$ cat src/pt_dma_pkg.sv
`default_nettype none

package pt_dma_pkg;

    // ==============================
    // Widths
    // ==============================

    // Cache-line address as seen on the host request channels
    localparam int CL_ADDR_W = 42;

    // One line of data, kept narrow in this shim
    localparam int LINE_DATA_W = 64;

    // Metadata carried with each request and returned on its response
    localparam int MDATA_W = 16;

    // The page-table client's own tag lives in the low bits of mdata
    localparam int PT_TAG_W = 8;

    // ==============================
    // Reserved tag
    // ==============================

    // The top mdata bit marks shim traffic. The AFU must never set it
    localparam logic [MDATA_W-1:0] MDATA_TAG_MASK = 16'h8000;

    // Value of the masked bits on shim traffic. It sets every masked bit and
    // nothing outside the mask, so a tagged response can always be recognized
    localparam logic [MDATA_W-1:0] MDATA_TAG_VALUE = MDATA_TAG_MASK;

    // ==============================
    // Enums
    // ==============================

    // Request opcodes used on c0 (reads) and c1 (writes)
    typedef enum logic [0:0] {
        OP_RD_LINE = 1'b0,
        OP_WR_LINE = 1'b1
    } req_op_e;

    // Both injectors hold at most one request
    typedef enum logic [0:0] {
        INJ_IDLE    = 1'b0,
        INJ_PENDING = 1'b1
    } inj_state_e;

    // ==============================
    // Channel structs
    // ==============================

    typedef struct packed {
        logic                 valid;
        req_op_e              op;
        logic [CL_ADDR_W-1:0] addr;
        logic [MDATA_W-1:0]   mdata;
    } c0_req_t;

    typedef struct packed {
        logic                   valid;
        req_op_e                op;
        logic [CL_ADDR_W-1:0]   addr;
        logic [MDATA_W-1:0]     mdata;
        logic [LINE_DATA_W-1:0] data;
    } c1_req_t;

    typedef struct packed {
        logic                   valid;
        logic [MDATA_W-1:0]     mdata;
        logic [LINE_DATA_W-1:0] data;
    } c0_rsp_t;

    typedef struct packed {
        logic               valid;
        logic [MDATA_W-1:0] mdata;
    } c1_rsp_t;

    // Page-table client side. Requests carry no valid because the enables
    // travel as separate strobes
    typedef struct packed {
        logic [CL_ADDR_W-1:0] addr;
        logic [PT_TAG_W-1:0]  tag;
    } pt_rd_req_t;

    typedef struct packed {
        logic [CL_ADDR_W-1:0]   addr;
        logic [LINE_DATA_W-1:0] data;
    } pt_wr_req_t;

    typedef struct packed {
        logic                   valid;
        logic [PT_TAG_W-1:0]    tag;
        logic [LINE_DATA_W-1:0] data;
    } pt_rd_rsp_t;

    // True when the masked mdata bits identify shim traffic
    function automatic logic is_reserved_tag(input logic [MDATA_W-1:0] mdata);
        return (mdata & MDATA_TAG_MASK) == MDATA_TAG_VALUE;
    endfunction

endpackage

`default_nettype wire

$ cat src/afu_tag_checker.sv
`default_nettype none

module afu_tag_checker (
    input  logic                clk,
    input  logic                reset_n,
    input  pt_dma_pkg::c0_req_t afu_c0_req,
    input  pt_dma_pkg::c1_req_t afu_c1_req,
    output logic                tag_error
);
    import pt_dma_pkg::*;

    logic c0_bad;
    logic c1_bad;

    // ==============================
    // Decode
    // ==============================

    // A response to a request carrying the reserved tag would be steered to
    // the page-table client, so such a request is a protocol violation by
    // the AFU. Only valid requests count
    assign c0_bad = afu_c0_req.valid && is_reserved_tag(afu_c0_req.mdata);
    assign c1_bad = afu_c1_req.valid && is_reserved_tag(afu_c1_req.mdata);

    // ==============================
    // Sticky error
    // ==============================

    // Once set the error holds until reset. The top level uses it to force
    // both almost-full outputs high and so stop further AFU traffic
    always_ff @(posedge clk)
    begin
        if (!reset_n)
        begin
            tag_error <= 1'b0;
        end
        else if (c0_bad || c1_bad)
        begin
            tag_error <= 1'b1;
        end
    end

    // The error is visible one cycle after the offending request, which is
    // too late to drop that request itself. It still reaches the host

endmodule

`default_nettype wire

$ cat src/host_rsp_steer.sv
`default_nettype none

module host_rsp_steer (
    input  pt_dma_pkg::c0_rsp_t    host_c0_rsp,
    input  pt_dma_pkg::c1_rsp_t    host_c1_rsp,
    output pt_dma_pkg::pt_rd_rsp_t pt_rd_rsp,
    output pt_dma_pkg::c0_rsp_t    afu_c0_rsp,
    output pt_dma_pkg::c1_rsp_t    afu_c1_rsp
);
    import pt_dma_pkg::*;

    logic c0_is_pt;
    logic c1_is_pt;

    // ==============================
    // Classify
    // ==============================

    // A response belongs to the shim when its mdata carries the reserved tag.
    // The AFU is never allowed to use it, so there is no ambiguity
    assign c0_is_pt = is_reserved_tag(host_c0_rsp.mdata);
    assign c1_is_pt = is_reserved_tag(host_c1_rsp.mdata);

    // ==============================
    // Read responses
    // ==============================

    always_comb
    begin
        // Data and tag go to the client every cycle, valid qualifies them
        pt_rd_rsp.valid = host_c0_rsp.valid && c0_is_pt;
        pt_rd_rsp.tag   = host_c0_rsp.mdata[PT_TAG_W-1:0];
        pt_rd_rsp.data  = host_c0_rsp.data;

        // The AFU sees everything else unchanged
        afu_c0_rsp = host_c0_rsp;
        if (c0_is_pt)
        begin
            afu_c0_rsp.valid = 1'b0;
        end
    end

    // ==============================
    // Write responses
    // ==============================

    // Shim writes need no completion report, so their responses just vanish
    always_comb
    begin
        afu_c1_rsp = host_c1_rsp;
        if (c1_is_pt)
        begin
            afu_c1_rsp.valid = 1'b0;
        end
    end

endmodule

`default_nettype wire

$ cat src/pt_dma_shim.sv
`default_nettype none

module pt_dma_shim (
    input  logic                   clk,
    input  logic                   reset_n,

    // AFU side
    input  pt_dma_pkg::c0_req_t    afu_c0_req,
    input  pt_dma_pkg::c1_req_t    afu_c1_req,
    output pt_dma_pkg::c0_rsp_t    afu_c0_rsp,
    output pt_dma_pkg::c1_rsp_t    afu_c1_rsp,
    output logic                   afu_c0_alm_full,
    output logic                   afu_c1_alm_full,

    // Host side
    output pt_dma_pkg::c0_req_t    host_c0_req,
    output pt_dma_pkg::c1_req_t    host_c1_req,
    input  pt_dma_pkg::c0_rsp_t    host_c0_rsp,
    input  pt_dma_pkg::c1_rsp_t    host_c1_rsp,
    input  logic                   host_c0_alm_full,
    input  logic                   host_c1_alm_full,

    // Page-table client
    input  logic                   pt_rd_en,
    input  pt_dma_pkg::pt_rd_req_t pt_rd_req,
    output logic                   pt_rd_rdy,
    input  logic                   pt_wr_en,
    input  pt_dma_pkg::pt_wr_req_t pt_wr_req,
    output logic                   pt_wr_rdy,
    output pt_dma_pkg::pt_rd_rsp_t pt_rd_rsp,

    // Sticky reserved-tag violation
    output logic                   tag_error
);

    logic rd_pending;
    logic wr_pending;

    // ==============================
    // AFU request check
    // ==============================

    afu_tag_checker u_tag_checker (
        .clk        (clk),
        .reset_n    (reset_n),
        .afu_c0_req (afu_c0_req),
        .afu_c1_req (afu_c1_req),
        .tag_error  (tag_error)
    );

    // ==============================
    // Request injection
    // ==============================

    // Page-table reads merge into c0
    pt_read_injector u_rd_inj (
        .clk              (clk),
        .reset_n          (reset_n),
        .pt_rd_en         (pt_rd_en),
        .pt_rd_req        (pt_rd_req),
        .afu_c0_req       (afu_c0_req),
        .host_c0_alm_full (host_c0_alm_full),
        .pt_rd_rdy        (pt_rd_rdy),
        .rd_pending       (rd_pending),
        .host_c0_req      (host_c0_req)
    );

    // Page-table writes merge into c1
    pt_write_injector u_wr_inj (
        .clk              (clk),
        .reset_n          (reset_n),
        .pt_wr_en         (pt_wr_en),
        .pt_wr_req        (pt_wr_req),
        .afu_c1_req       (afu_c1_req),
        .host_c1_alm_full (host_c1_alm_full),
        .pt_wr_rdy        (pt_wr_rdy),
        .wr_pending       (wr_pending),
        .host_c1_req      (host_c1_req)
    );

    // ==============================
    // Response steering
    // ==============================

    host_rsp_steer u_rsp_steer (
        .host_c0_rsp (host_c0_rsp),
        .host_c1_rsp (host_c1_rsp),
        .pt_rd_rsp   (pt_rd_rsp),
        .afu_c0_rsp  (afu_c0_rsp),
        .afu_c1_rsp  (afu_c1_rsp)
    );

    // A pending injection asks the AFU to leave a slot free on its channel.
    // After a tag error both channels stay blocked until reset
    assign afu_c0_alm_full = host_c0_alm_full || rd_pending || tag_error;
    assign afu_c1_alm_full = host_c1_alm_full || wr_pending || tag_error;

endmodule

`default_nettype wire

$ cat src/pt_read_injector.sv
`default_nettype none

module pt_read_injector (
    input  logic                   clk,
    input  logic                   reset_n,
    input  logic                   pt_rd_en,
    input  pt_dma_pkg::pt_rd_req_t pt_rd_req,
    input  pt_dma_pkg::c0_req_t    afu_c0_req,
    input  logic                   host_c0_alm_full,
    output logic                   pt_rd_rdy,
    output logic                   rd_pending,
    output pt_dma_pkg::c0_req_t    host_c0_req
);
    import pt_dma_pkg::*;

    inj_state_e           state;
    logic [CL_ADDR_W-1:0] rd_addr;
    logic [PT_TAG_W-1:0]  rd_tag;
    logic                 emit;
    c0_req_t              inj_req;

    // The AFU keeps priority on c0. The held read only goes out in a slot
    // the AFU leaves empty and while the host can still take requests
    assign emit = (state == INJ_PENDING) && !afu_c0_req.valid && !host_c0_alm_full;

    // One read at a time. The client may only strobe while ready is high
    always_ff @(posedge clk)
    begin
        if (!reset_n)
        begin
            state <= INJ_IDLE;
        end
        else
        begin
            case (state)
                INJ_IDLE:
                    if (pt_rd_en)
                        state <= INJ_PENDING;
                INJ_PENDING:
                    if (emit)
                        state <= INJ_IDLE;
                default:
                    state <= INJ_IDLE;
            endcase
        end
    end

    // Address and client tag are captured with the accepted strobe
    always_ff @(posedge clk)
    begin
        if (pt_rd_en && pt_rd_rdy)
        begin
            rd_addr <= pt_rd_req.addr;
            rd_tag  <= pt_rd_req.tag;
        end
    end

    // The client tag rides in the low mdata bits under the reserved tag
    always_comb
    begin
        inj_req       = '0;
        inj_req.valid = 1'b1;
        inj_req.op    = OP_RD_LINE;
        inj_req.addr  = rd_addr;
        inj_req.mdata = MDATA_TAG_VALUE | MDATA_W'(rd_tag);
    end

    assign host_c0_req = emit ? inj_req : afu_c0_req;

    assign pt_rd_rdy  = (state == INJ_IDLE);
    assign rd_pending = (state == INJ_PENDING);

endmodule

`default_nettype wire

$ cat src/pt_write_injector.sv
`default_nettype none

module pt_write_injector (
    input  logic                   clk,
    input  logic                   reset_n,
    input  logic                   pt_wr_en,
    input  pt_dma_pkg::pt_wr_req_t pt_wr_req,
    input  pt_dma_pkg::c1_req_t    afu_c1_req,
    input  logic                   host_c1_alm_full,
    output logic                   pt_wr_rdy,
    output logic                   wr_pending,
    output pt_dma_pkg::c1_req_t    host_c1_req
);
    import pt_dma_pkg::*;

    inj_state_e             state;
    logic [CL_ADDR_W-1:0]   wr_addr;
    logic [LINE_DATA_W-1:0] wr_data;
    logic                   emit;
    c1_req_t                inj_req;

    // Every write is a single line, so any cycle without an AFU write is a
    // safe slot as long as the host is not backing up c1
    assign emit = (state == INJ_PENDING) && !afu_c1_req.valid && !host_c1_alm_full;

    // Idle until the client strobes, pending until the slot is found
    always_ff @(posedge clk)
    begin
        if (!reset_n)
        begin
            state <= INJ_IDLE;
        end
        else
        begin
            case (state)
                INJ_IDLE:
                    if (pt_wr_en)
                        state <= INJ_PENDING;
                INJ_PENDING:
                    if (emit)
                        state <= INJ_IDLE;
                default:
                    state <= INJ_IDLE;
            endcase
        end
    end

    // Line address and data held for the duration of the pending state
    always_ff @(posedge clk)
    begin
        if (pt_wr_en && pt_wr_rdy)
        begin
            wr_addr <= pt_wr_req.addr;
            wr_data <= pt_wr_req.data;
        end
    end

    // Write responses are absorbed, so the reserved tag alone is enough
    always_comb
    begin
        inj_req       = '0;
        inj_req.valid = 1'b1;
        inj_req.op    = OP_WR_LINE;
        inj_req.addr  = wr_addr;
        inj_req.mdata = MDATA_TAG_VALUE;
        inj_req.data  = wr_data;
    end

    assign host_c1_req = emit ? inj_req : afu_c1_req;

    assign pt_wr_rdy  = (state == INJ_IDLE);
    assign wr_pending = (state == INJ_PENDING);

endmodule

`default_nettype wire

$ cat config.mk
export PLATFORM = sky130hd
export DESIGN_NAME = pt_dma_shim
export DESIGN_NICKNAME = d
export VERILOG_FILES = /design/src/pt_dma_pkg.sv /design/src/afu_tag_checker.sv /design/src/host_rsp_steer.sv /design/src/pt_dma_shim.sv /design/src/pt_read_injector.sv /design/src/pt_write_injector.sv
export SDC_FILE = /design/constraint.sdc
export NUM_CORES = 1
export LEC_CHECK = 0
export BUFFER_PORTS_ARGS = -buffer_cell sky130_fd_sc_hd__buf_2
export CORE_AREA = 8 8 303 305
export DETAILED_ROUTE_END_ITERATION = 10
export DIE_AREA = 0 0 311 313
export GPL_TIMING_DRIVEN = 0
export PLACE_DENSITY_LB_ADDON = 0.3
export SKIP_CTS_REPAIR_TIMING = 1
export SYNTH_ARGS = -nofsm -noshare
export SYNTH_HDL_FRONTEND = slang
export SYNTH_SLANG_ARGS = --single-unit
$ cat constraint.sdc
create_clock -name clk -period 9.55 [get_ports clk]
set_clock_uncertainty 0.15 [all_clocks]
set_input_delay 2.865 -clock clk [delete_from_list [all_inputs] [get_ports clk]]
set_output_delay 2.865 -clock clk [all_outputs]
set_load 0.02 [all_outputs]
==> metrics.cfg <==
[placed_design]
post-dp-hpwl_mm=53.6
placedCellCount=2426
io_buffers=709
place.gp.congestion=0.960
placed_cell_area_um2=13300

[cells_and_area]
fill_cells=9850
drive_gt1_frac=0.837
nNetsFinal=1724
final_cells=2480
fin_area_um2=13900
syn_to_final_growth_pct=70.4

[synthesis]
postSynthCellCount=547
synth_seq_area_share=0.580
netlist_area_um2=8180
synth_warnings=0
ys_ff_latch=159
synth_edf_count=156
async_flop_share=0
synthesis.nets=991
synth_cell_type_count=18
syn_avg_cell_area_um2=14.9
synth_ff_type=edfxtp_1

[grt]
grt-ovfl-total=0
grt_pass1_wl_mm=77.3
grt_max_degree=35
grt_pass1_vias=8349
grt_use_total=0.117
antenna_found_initial=65

[critical_path]
cp.arrival_ns=4.64
worst_setup_path_start_kind=primary input
cp_max_fo=10
path_class=in2out
cp.required_ns=6.54
end_kind=output pin

[timing]
fmax_mhz=131
hold_violations=0
setup-violations-final=0
slew_violations=0
min_period_over_period=0.801
rsz0062_at_grt=false
layout_min_cycle_time_ns=7.65
worst_slew_margin_rel=0.409
worst_slew_pin_slew_ns=0.886

[clock_tree]
clkLatencyLatePin_ns=0.47
path_clk_slew_ns=0.07
cts-root-buf=clkbuf_16
cts_buffers=17
cts_tree=yes
cts.path.max_buffers=2
cts_sinks=159
htree_levels=4

[floorplanning]
die_h_um=313
start_util=0.0937
dieArea_um2=97300
num_rows=109
top_level_ports=804
coreArea_um2=87300
die_w_um=311

[pwr]
powerDensity_nw_per_um2=145
ir_worst_vdd_uv=95.7
p_leak_nw=6.24
power.total_mw=2.02

[job]
maxCapViolCount=0

[route]
avgViaCountPerCell=3.04
vias=7544
drc_errors=0
drtIter0Drc=271
routed_wl_mm=59.7
wl_per_cell_um=24.1
first_pass_iters=4
ant_nets=0

[min_path]
hp-class=reg2reg

[outcome]
outcome=finished, final reports clean

-- layout make-up --
class / count / area, um2 / share of cell area
clock inverters: 14 / 150 / 0.0108
flip-flops and latches: 159 / 4740 / 0.341
clock buffers: 17 / 425 / 0.0305
inverters: 2 / 7.51 / 0.000539
plain buffers: 187 / 1390 / 0.0997
diodes: 23 / 57.6 / 0.00413
well taps: 1165 / 1460 / 0.105
multi-input cells: 199 / 2060 / 0.148
repair buffers: 714 / 3640 / 0.262
-- metal layers --
layer / vias up / track usage / part of all wire
met5: - / 0 / 0.0013
met3: 112 / 0.0450 / 0.081
met4: 10 / 0.0374 / 0.035
li1: 3296 / - / -
met1: 3538 / 0.122 / 0.37
met2: 588 / 0.216 / 0.51
-- layout by cell type (no fill, tap or decap), types with 2 or more instances in the layout --
master,Yosys,final
or2_2,3,3
o21ai_0,2,2
nor2b_4,0,2
or3_1,2,2
dfxtp_1,3,3
buf_6,5,5
inv_6,0,3
mux2_2,144,144
buf_12,0,4
clkinv_2,0,2
diode_2,0,23
nor2b_1,28,26
inv_8,0,3
buf_4,169,169
buf_2,12,721
clkinv_4,0,3
mux2_1,12,12
nor2_1,2,2
edfxtp_1,156,156
inv_1,2,2
o21bai_1,2,2
clkbuf_16,0,17
-- state kept, by name, summed over array words and instances (netlist names) --
register / cells
u_rd_inj.rd_addr: 42
u_wr_inj.wr_pending: 1
u_wr_inj.wr_addr: 42
u_rd_inj.rd_pending: 1
u_wr_inj.wr_data: 64
u_rd_inj.rd_tag: 8
u_tag_checker.tag_error: 1
-- worst max-delay path, stage by stage --
cell	delay (ns)
buf_2	0.12
nor3b_2	0.48
buf_4	0.37
buf_6	0.24
mux2_2	0.35
buf_2	0.19
-- final timing paths --
kind | to | cells past startpoint | slack [ns] | from
setup reg to reg | u_wr_inj.wr_addr[31]$_DFFE_PP_ | 3 | 7.53 | u_wr_inj.wr_pending$_SDFF_PN0_
hold / removal | u_tag_checker.tag_error$_SDFFE_PN0P_ | 2 | 0.49 | u_tag_checker.tag_error$_SDFFE_PN0P_
hold reg to reg | u_tag_checker.tag_error$_SDFFE_PN0P_ | 2 | 0.49 | u_tag_checker.tag_error$_SDFFE_PN0P_
setup / recovery | host_c1_req[96] | 6 | 1.90 | host_c1_alm_full
-- cell usage after synthesis (3+ instances only) --
master / instances / share of area
dfxtp_1: 3 / 0.0073
buf_4: 169 / 0.16
buf_6: 5 / 0.0069
mux2_2: 144 / 0.20
buf_2: 12 / 0.0073
or2_2: 3 / 0.0023
nor2b_1: 28 / 0.021
edfxtp_1: 156 / 0.57
mux2_1: 12 / 0.017
-- per-stage QoR --
step	utilization	worst slack (ns)	hold WS (ns)	TNS [ns]
final	0.160	1.90	0.490	0
after global placement	0.151	-1.99	0.420	-208.87
after global routing	0.159	1.78	0.548	0
after detailed placement	0.152	1.82	0.467	0
after floorplan	-	1.34	0.374	0
after CTS	0.159	1.82	0.488	0
-- cells by family (layout without fill, tap and decap cells) --
logic type             after synthesis  in the layout  share of synthesized area
buffers and inverters              189            934                      0.171
flip-flops                         159            159                      0.580
multiplexers                       156            156                      0.215
AND/OR/NAND/NOR                     38             38                     0.0300
AO/OA/AOI/OAI                        5              5                    0.00413
other                                0             23                          0
-- where the power goes --
group | internal, mW | switching [mW]
Clock | 0.367 | 0.339
Combinational | 0.206 | 0.260
Sequential | 0.817 | 0.0276
No activity file was read; power rests on OpenSTA's default activity.
